`src/design/exu_pkg.sv`:
```
package exu_pkg;

  // data memory geometry
  localparam int RAM_WORDS = 256;
  localparam int RAM_IDX_W = $clog2(RAM_WORDS);

  typedef logic [31:0] word_t;
  typedef logic [63:0] dword_t;
  typedef logic [7:0] strb_t;
  typedef logic [4:0] reg_addr_t;
  typedef logic [11:0] csr_addr_t;
  typedef logic [2:0] alu_funct_t;
  typedef logic [3:0] ls_t;
  typedef logic [2:0] goto_t;
  typedef logic [1:0] csrw_t;
  typedef logic [RAM_IDX_W-1:0] ram_idx_t;

  // alu function codes, rv32 funct3 meaning
  localparam alu_funct_t FN_ADD = 3'b000;
  localparam alu_funct_t FN_SLL = 3'b001;
  localparam alu_funct_t FN_SLT = 3'b010;
  localparam alu_funct_t FN_SLTU = 3'b011;
  localparam alu_funct_t FN_XOR = 3'b100;
  localparam alu_funct_t FN_SR = 3'b101;
  localparam alu_funct_t FN_OR = 3'b110;
  localparam alu_funct_t FN_AND = 3'b111;

  // access size in ls[1:0]
  localparam logic [1:0] LS_BYTE = 2'b00;
  localparam logic [1:0] LS_HALF = 2'b01;
  localparam logic [1:0] LS_WORD = 2'b10;

  localparam goto_t GOTO_NONE = 3'b000;
  localparam goto_t GOTO_PC_REL = 3'b001;
  localparam goto_t GOTO_REG_REL = 3'b010;
  localparam goto_t GOTO_REG = 3'b011;
  localparam goto_t GOTO_BNEZ = 3'b100;
  localparam goto_t GOTO_BEQZ = 3'b101;

  localparam csrw_t CSRW_NONE = 2'b00;
  localparam csrw_t CSRW_ALU = 2'b01;
  localparam csrw_t CSRW_VAL_B = 2'b10;
  // ebreak shows up as a write to csr 0
  localparam csrw_t CSRW_BREAK = 2'b11;

  typedef enum logic [2:0] {
    idle,
    hold,
    load_req,
    load_resp,
    store_req,
    store_addr,
    store_data,
    store_resp
  } exu_state_t;

  typedef struct packed {
    word_t pc;
    word_t val_a;
    word_t val_b;
    word_t val_c;
    logic alu_src;
    alu_funct_t alu_funct;
    logic alu_sw;
    reg_addr_t rd;
    logic rd_src;
    ls_t ls;
    goto_t goto;
    csrw_t csrw;
  } issue_t;

  typedef struct packed {
    logic gpr_wen;
    reg_addr_t gpr_waddr;
    word_t gpr_wdata;
    logic csr_wen;
    csr_addr_t csr_waddr;
    word_t csr_wdata;
  } wb_t;

  typedef struct packed {
    logic arvalid;
    word_t araddr;
    logic [2:0] arsize;
    logic rready;
    logic awvalid;
    word_t awaddr;
    logic [2:0] awsize;
    logic wvalid;
    dword_t wdata;
    strb_t wstrb;
    logic bready;
  } mem_req_t;

  typedef struct packed {
    logic arready;
    logic rvalid;
    dword_t rdata;
    logic awready;
    logic wready;
    logic bvalid;
  } mem_resp_t;

endpackage

```
`src/design/alu.sv`:
```
`timescale 1ns/1ns

module alu
  import exu_pkg::*;
(
  input  word_t      a,
  input  word_t      b,
  input  alu_funct_t funct,
  input  logic       sw,
  output word_t      result
);

  logic [4:0] shamt;
  word_t sum;
  word_t shift_r;

  assign shamt = b[4:0];

  // sw turns add into subtract
  assign sum = sw ? (a - b) : (a + b);

  always_comb begin
    if (sw) begin
      shift_r = word_t'($signed(a) >>> shamt);
    end else begin
      shift_r = a >> shamt;
    end
  end

  always_comb begin
    case (funct)
      FN_ADD: result = sum;
      FN_SLL: result = a << shamt;
      FN_SLT: result = {31'b0, $signed(a) < $signed(b)};
      FN_SLTU: result = {31'b0, a < b};
      FN_XOR: result = a ^ b;
      FN_SR: result = shift_r;
      FN_OR: result = a | b;
      FN_AND: result = a & b;
      default: result = '0;
    endcase
  end

endmodule

```
`src/design/mem_align.sv`:
```
`timescale 1ns/1ns

module mem_align
  import exu_pkg::*;
(
  input  ls_t        ls,
  input  logic [2:0] offset,
  input  word_t      store_val,
  input  dword_t     rdata,
  output dword_t     wdata,
  output strb_t      wstrb,
  output word_t      load_val
);

  logic [5:0] bit_shift;
  strb_t base_strb;
  dword_t rdata_shifted;
  logic sign_ext;

  // byte offset to bit offset
  assign bit_shift = {offset, 3'b000};
  assign sign_ext = ls[2];

  always_comb begin
    case (ls[1:0])
      LS_BYTE: base_strb = 8'h01;
      LS_HALF: base_strb = 8'h03;
      LS_WORD: base_strb = 8'h0f;
      default: base_strb = 8'h00;
    endcase
  end

  // store side, move data and strobe into the addressed lanes
  assign wdata = {32'b0, store_val} << bit_shift;
  assign wstrb = base_strb << offset;

  // load side, bring the addressed lane down to bit 0
  assign rdata_shifted = rdata >> bit_shift;

  always_comb begin
    case (ls[1:0])
      LS_BYTE: begin
        load_val = {{24{rdata_shifted[7] & sign_ext}}, rdata_shifted[7:0]};
      end
      LS_HALF: begin
        load_val = {{16{rdata_shifted[15] & sign_ext}}, rdata_shifted[15:0]};
      end
      default: begin
        load_val = rdata_shifted[31:0];
      end
    endcase
  end

endmodule

```
`src/design/exu.sv`:
```
`timescale 1ns/1ns

module exu
  import exu_pkg::*;
(
  input  logic      clock,
  input  logic      reset,
  input  issue_t    issue,
  input  logic      issue_valid,
  output logic      issue_ready,
  output wb_t       result,
  output logic      result_valid,
  input  logic      result_ready,
  output logic      jump_en,
  output word_t     jump_dnpc,
  output mem_req_t  mem_req,
  input  mem_resp_t mem_resp
);

  exu_state_t state;
  exu_state_t state_next;
  issue_t ins;
  word_t load_val_q;

  word_t alu_a;
  word_t alu_res;
  dword_t st_wdata;
  strb_t st_wstrb;
  word_t ld_val;

  logic issue_fire;
  logic take;
  word_t dnpc_base;
  word_t dnpc_offs;
  word_t dnpc;

  assign issue_ready = (state == idle) | ((state == hold) & result_ready);
  assign issue_fire = issue_valid & issue_ready;
  assign result_valid = (state == hold);

  always_comb begin
    state_next = state;
    case (state)
      hold: begin
        if (result_ready) state_next = idle;
      end
      load_req: begin
        if (mem_resp.arready) state_next = load_resp;
      end
      load_resp: begin
        if (mem_resp.rvalid) state_next = hold;
      end
      store_req: begin
        if (mem_resp.awready & mem_resp.wready) begin
          state_next = store_resp;
        end else if (mem_resp.awready) begin
          state_next = store_data;
        end else if (mem_resp.wready) begin
          state_next = store_addr;
        end
      end
      store_addr: begin
        if (mem_resp.awready) state_next = store_resp;
      end
      store_data: begin
        if (mem_resp.wready) state_next = store_resp;
      end
      store_resp: begin
        if (mem_resp.bvalid) state_next = hold;
      end
      default: ;
    endcase
    // a new instruction overrides the return to idle
    if (issue_fire) begin
      if (issue.ls == '0) begin
        state_next = hold;
      end else if (issue.ls[3]) begin
        state_next = load_req;
      end else begin
        state_next = store_req;
      end
    end
  end

  always_ff @(posedge clock) begin
    if (reset) begin
      state <= idle;
    end else begin
      state <= state_next;
    end
  end

  always_ff @(posedge clock) begin
    if (issue_fire) ins <= issue;
    if ((state == load_resp) & mem_resp.rvalid) load_val_q <= ld_val;
  end

  assign alu_a = ins.alu_src ? ins.pc : ins.val_a;

  alu u_alu (
    .a      (alu_a),
    .b      (ins.val_b),
    .funct  (ins.alu_funct),
    .sw     (ins.alu_sw),
    .result (alu_res)
  );

  mem_align u_align (
    .ls        (ins.ls),
    .offset    (alu_res[2:0]),
    .store_val (ins.val_c),
    .rdata     (mem_resp.rdata),
    .wdata     (st_wdata),
    .wstrb     (st_wstrb),
    .load_val  (ld_val)
  );

  // bus drive, address is always the alu result
  assign mem_req.arvalid = (state == load_req);
  assign mem_req.araddr = alu_res;
  assign mem_req.arsize = {1'b0, ins.ls[1:0]};
  assign mem_req.rready = (state == load_resp);
  assign mem_req.awvalid = (state == store_req) | (state == store_addr);
  assign mem_req.awaddr = alu_res;
  assign mem_req.awsize = {1'b0, ins.ls[1:0]};
  assign mem_req.wvalid = (state == store_req) | (state == store_data);
  assign mem_req.wdata = st_wdata;
  assign mem_req.wstrb = st_wstrb;
  assign mem_req.bready = (state == store_resp);

  always_comb begin
    case (ins.goto)
      GOTO_NONE: take = 1'b0;
      GOTO_PC_REL, GOTO_REG_REL, GOTO_REG: take = 1'b1;
      GOTO_BNEZ: take = |alu_res;
      GOTO_BEQZ: take = ~|alu_res;
      default: take = 1'b0;
    endcase
  end

  assign dnpc_base = ((ins.goto == GOTO_REG_REL) | (ins.goto == GOTO_REG)) ? ins.val_a : ins.pc;
  assign dnpc_offs = (ins.goto == GOTO_REG) ? '0 : ins.val_c;
  assign dnpc = dnpc_base + dnpc_offs;

  assign jump_en = result_valid & take;
  assign jump_dnpc = {dnpc[31:1], 1'b0};

  // write-back record
  assign result.gpr_wen = |ins.rd;
  assign result.gpr_waddr = ins.rd;
  assign result.gpr_wdata = ins.ls[3] ? load_val_q : (ins.rd_src ? ins.val_a : alu_res);
  assign result.csr_wen = (ins.csrw != CSRW_NONE);
  assign result.csr_waddr = (ins.csrw == CSRW_BREAK) ? '0 : ins.val_c[11:0];
  assign result.csr_wdata = (ins.csrw == CSRW_ALU) ? alu_res : ins.val_b;

endmodule

```
`config.mk`:
```
export PLATFORM = sky130hd
export DESIGN_NAME = exu
export DESIGN_NICKNAME = d
export VERILOG_FILES = /design/src/design/exu_pkg.sv /design/src/design/alu.sv /design/src/design/mem_align.sv /design/src/design/exu.sv
export SDC_FILE = /design/constraint.sdc
export NUM_CORES = 1
export LEC_CHECK = 0
export BUFFER_PORTS_ARGS = -buffer_cell sky130_fd_sc_hd__buf_4
export CAP_MARGIN = 30
export CORE_AREA = 2 2 197 199
export DETAILED_ROUTE_END_ITERATION = 6
export DIE_AREA = 0 0 199 201
export PLACE_DENSITY = 0.83
export SLEW_MARGIN = 10
export SYNTH_ARGS = -nofsm -noshare
export SYNTH_HDL_FRONTEND = slang
export SYNTH_HIERARCHICAL = 1
export SYNTH_SLANG_ARGS = --single-unit
```
`constraint.sdc`:
```
create_clock -name clock -period 17.8 [get_ports clock]
set_clock_uncertainty 0.15 [all_clocks]
set_input_delay 3.56 -clock clock [delete_from_list [all_inputs] [get_ports clock]]
set_output_delay 3.56 -clock clock [all_outputs]
set_load 0.01 [all_outputs]
```
# Word level (Yosys, flattened, before mapping)
# Cells that the tools add are included.
[totals]
regBits = 183
latchBits = 0
ram_bits = 0
rom_bits = 0
word_cells = 106
n_memories = 0
[op_classes]
add_sub_neg = 3
mul = 0
n_div = 0
magnitude_cmp = 2
eq_ne = 30
shift = 6
mux = 26
bitwise_logic = 14
n_reduce_logical = 11
[op_table]
columns = ["operator", "count"]
rows = [
  ["32-bit 2-to-1 mux", 8],
  ["32-bit case mux with 8 select lines", 1],
  ["32-bit adder", 2],
  ["32-bit less-than comparator", 2],
  ["32-bit case mux with 2 select lines", 1],
  ["32-bit by 6-bit left shift with 64-bit output", 1],
  ["64-bit by 6-bit right shift with 32-bit output", 1],
  ["3-bit 2-to-1 mux", 12],
  ["32-bit bitwise AND", 1],
  ["32-bit bitwise OR", 1],
  ["32-bit OR reduction", 1],
  ["32-bit by 5-bit left shift with 32-bit output", 1],
  ["32-bit by 5-bit right shift with 32-bit output", 1],
  ["32-bit by 5-bit >>> shifter with 32-bit output", 1],
  ["32-bit subtractor", 1],
  ["32-bit bitwise XOR", 1],
  ["3-bit == test, second input constant", 10],
  ["3-bit case mux with 7 select lines", 1],
  ["3-bit by 2-bit == test with 1-bit output, second input constant", 6],
  ["12-bit 2-to-1 mux", 1],
  ["3-bit by 1-bit inequality test with 1-bit output, second input constant", 4],
  ["4-bit case mux with 3 select lines", 1],
  ["3-bit by 1-bit == test with 1-bit output, second input constant", 3],
  ["8-bit AND reduction", 1],
  ["16 further kinds", 29],
]

# Logic depth before layout (Yosys ltp)
[logic_depth]
word_depth = 8
mapped_depth = 23
ltp_nobuf = 21

# Cells and area by module
# Netlist, hierarchy kept.
[by_module_without_submodules]
columns = ["module", "n_inst", "cells_per_inst", "area_each_um2", "seq_area_each_um2"]
rows = [
  ["exu", 1, 780, 9853.2, 5465.2],
  ["alu", 1, 1308, 8446.9, 0.0],
  ["mem_align", 1, 409, 3050.4, 0.0],
]

# Worst setup path after synthesis
# OpenSTA, ideal clock, no wires.
[synth_timing]
kind = "register -> output"
start = "register ins[54] (netlist bit)"
end = "output port mem_req[34] (netlist bit)"
arrival_ps = 5670
required_time_ps = 14090
path_slack_ps = 8420
path_stages_with_launch = 21
n_path_buf = 6
path_cell_list = "edfxtp_1 > clkbuf_1 > inv_2 > buf_1 > buf_1 > ha_1 > nor2b_1 > o21ai_2 > o2111ai_1 > a211oi_2 > a2111oi_2 > o41ai_4 > o211ai_1 > nor2b_1 > o311ai_0 > buf_6 > buf_2 > buf_2 > mux2_2 > o21ai_0 > nor2_1"
[synth_rtl]
columns = ["element", "line", "text"]
rows = [
  ["start: declaration", "exu.sv:22", "issue_t ins;"],
  ["start signal: assignment", "exu.sv:94", "if (issue_fire) ins <= issue;"],
  ["end: declaration", "exu.sv:16", "output mem_req_t mem_req,"],
]

==> flow_summary.ini <==
[detailed_routing]
dr_total_vias = 23400
detail_route.first_pass.iterations = 7
wl_um = 101000
drt_iter0_markers = 3481
drc = 0
via_per_inst = 6.93
antenna_left = 0
wl_per_cell_um = 30.0

[finish]
multi_input_area_sq_um = 14300
drive_above_1_share = 0.276
regArea_sq_um = 5470
final_cell_mix = buf_4 (535), o21ai_0 (226), nor2_1 (226), nand2_1 (215), a21oi_1 (210)
mostFrequentLayoutCell = buf_4
area_growth_pct = 20.1
n_fill_cell = 3064
layout.nets = 3179

[sta]
setup_viol = 0
worst_pin_slew_ns = 1.01
maxSlewViolCount = 0
hold_viol_final = 0
relSlewSlack = 0.328
timing.fmax_mhz = 91.4
rsz0062_at_grt = no
period_needed_ns = 10.94
tns_ns = 0
fin_crit_sh = 0.614

[clock_network]
postCtsSetupRepairBufs = 0
clock-root-buffer = clkbuf_16
clk_pin_slew_worst_paths_ns = 0.08
ctsHoldBuffers = 0
clkLatencyLatePin_ns = 0.49
clock_sinks = 183
ctsResizeCount = 0
cts_max_path_buffers = 2
cts_tree = yes
cts_buffers = 17
htreeDepth = 4

[synthesis]
postSynth.topFlopCell = edfxtp_1
syn_avg_cell_area_sq_um = 8.55
synthAdderAreaFrac = 0.0796
ys_types = 90
yosys_warnings = 6
synth_area_sq_um = 21400
synth_simple_gate_area_frac = 0.146
synth_mux_area_frac = 0.199
synthArstFlopShare = 0
ys_seq_elements = 183
synth_top_family_by_area = compound AO/OA/AOI/OAI gates
synth_compound_area_frac = 0.221
synth_edf_count = 180
synthCells = 2497
synth_xor_area_frac = 0.0234
ys_seq_area_frac = 0.256

[placement]
gp_congestion = 1.07
portBuffers = 482
dp_hpwl_um = 78800

[critical_path]
max_stage_delay_ns = 0.59
cp_top_family = buffers and inverters
crit_top_cell = buf_4
cp_max_fo = 59
endpoint_kind = primary output
critical_path_depth = 19
path_cells = buf_4 > inv_2 > fa_1 > nor2b_1 > o21ai_2 > o2111ai_1 > a211oi_2 > a2111oi_2 > o41ai_4 > o211ai_1 > nor2b_1 > o311ai_2 > buf_4 > buf_4 > buf_16 > mux2_2 > o21ai_0 > nor2_1 > buf_4
required_ns = 14.09
arrival_ns = 7.23
critical_path_buf_inv_count = 6
slowest_stage = buf_4
r2r_cells = 19
setup.worst_path.start_class = flop
crit_type = flop to primary output

[floorplanning]
chipWidth_um = 199
die_h_um = 201
start_util = 0.560
dieArea_sq_um = 40000
num_rows = 72
ios = 486
core_area_sq_um = 38100

[power]
powerDensity_nw_per_um2 = 102
p_leak_nw = 10.9
ir_worst_vdd_uv = 83.9
power_mw = 2.61

[min_path]
hold_depth = 3
hp-class = flop to flop

[run_status]
status = completed

[global_routing]
antenna_found_initial = 18
grt_pass1_vias = 22100
grt_pass1_wl_um = 145000
track_usage = 0.495
grt_max_degree = 82
gr-total-overflow = 0

[run]
maxCapViolCount = 0
## metal layers
metal / routed length [um] / up-vias / global-route usage / share of wire
li1: - / 9882 / - / -
met1: 34900 / 11000 / 0.588 / 0.34
met2: 43800 / 2041 / 0.737 / 0.43
met3: 13400 / 504 / 0.173 / 0.13
met4: 9070 / 4 / 0.362 / 0.090
met5: 23 / - / 0 / 0.00023
## state kept, by name (all words and copies together), names as in the netlist
name,flops
result,5
ins,141
state,3
mem_req,2
load_val_q,32
## layout make-up
class | instances | area share
Antenna cell | 18 | 0.00176
Clock buffer | 18 | 0.0171
Clock inverter | 14 | 0.00625
Inverter | 127 | 0.0186
Multi-Input combinational cell | 1956 | 0.559
Sequential cell | 183 | 0.213
Tap cell | 518 | 0.0253
Timing Repair Buffer | 539 | 0.159
## final timing paths
kind / to / slack [ns] / start
worst max-delay path: mem_req[34] / 6.86 / ins[53]$_DFFE_PP_
worst max register to register: load_val_q[27]$_DFFE_PP_ / 10.59 / ins[53]$_DFFE_PP_
worst min-delay path: state[2]$_SDFFE_PP0P_ / 0.61 / state[1]$_SDFFE_PP0P_
worst min register to register: state[2]$_SDFFE_PP0P_ / 0.61 / state[1]$_SDFFE_PP0P_
## Yosys cell counts, types with 60 or more instances
master | count | area [sq um]
mux2_2 | 109 | 1230
nor2_1 | 227 | 852
and2_1 | 64 | 400
edfxtp_1 | 180 | 5410
nand2_1 | 215 | 807
o21ai_0 | 227 | 1140
a21oi_1 | 211 | 1060
ha_1 | 131 | 1640
mux2i_1 | 166 | 1660
inv_1 | 119 | 447
clkbuf_1 | 114 | 428
mux4_2 | 60 | 1350
## where the power goes
| part | switching [mW] | internal, mW |
|---|---|---|
| Sequential | 0.0419 | 0.525 |
| Clock | 0.202 | 0.192 |
| Combinational | 1.00 | 0.646 |
| Total | 1.25 | 1.36 |
## worst min-delay path, delay by kind of cell (launching register included)
| kind | cells | cell delay (ns) |
|---|---|---|
| DFF | 1 | 0.42 |
| and+or+nand+nor | 2 | 0.22 |
| AOI/OAI and AO/OA | 1 | 0.09 |
## through the flow
| step | util | worst slack [ns] | area (sq um) | hold WS (ns) | std cells |
|---|---|---|---|---|---|
| after detailed placement | 0.655 | 7.32 | 25000 | 0.530 | 3320 |
| after floorplan | - | 8.42 | 21400 | 0.427 | 2499 |
| after CTS | 0.671 | 6.78 | 25600 | 0.569 | 3352 |
| after global routing | 0.672 | 6.55 | 25600 | 0.609 | 3368 |
| final | 0.673 | 6.86 | 25600 | 0.609 | 3373 |
| after global placement | 0.654 | 7.58 | 24900 | 0.495 | 3318 |
## logic make-up after synthesis
logic type | after synthesis
other | 1
xor gates and xnor gates | 57
buffers and inverters | 360
AOI/OAI and AO/OA | 747
muxes | 336
and+or+nand+nor | 679
DFF | 183
adders and majority gates | 134
(Power assumes the default switching activity.)
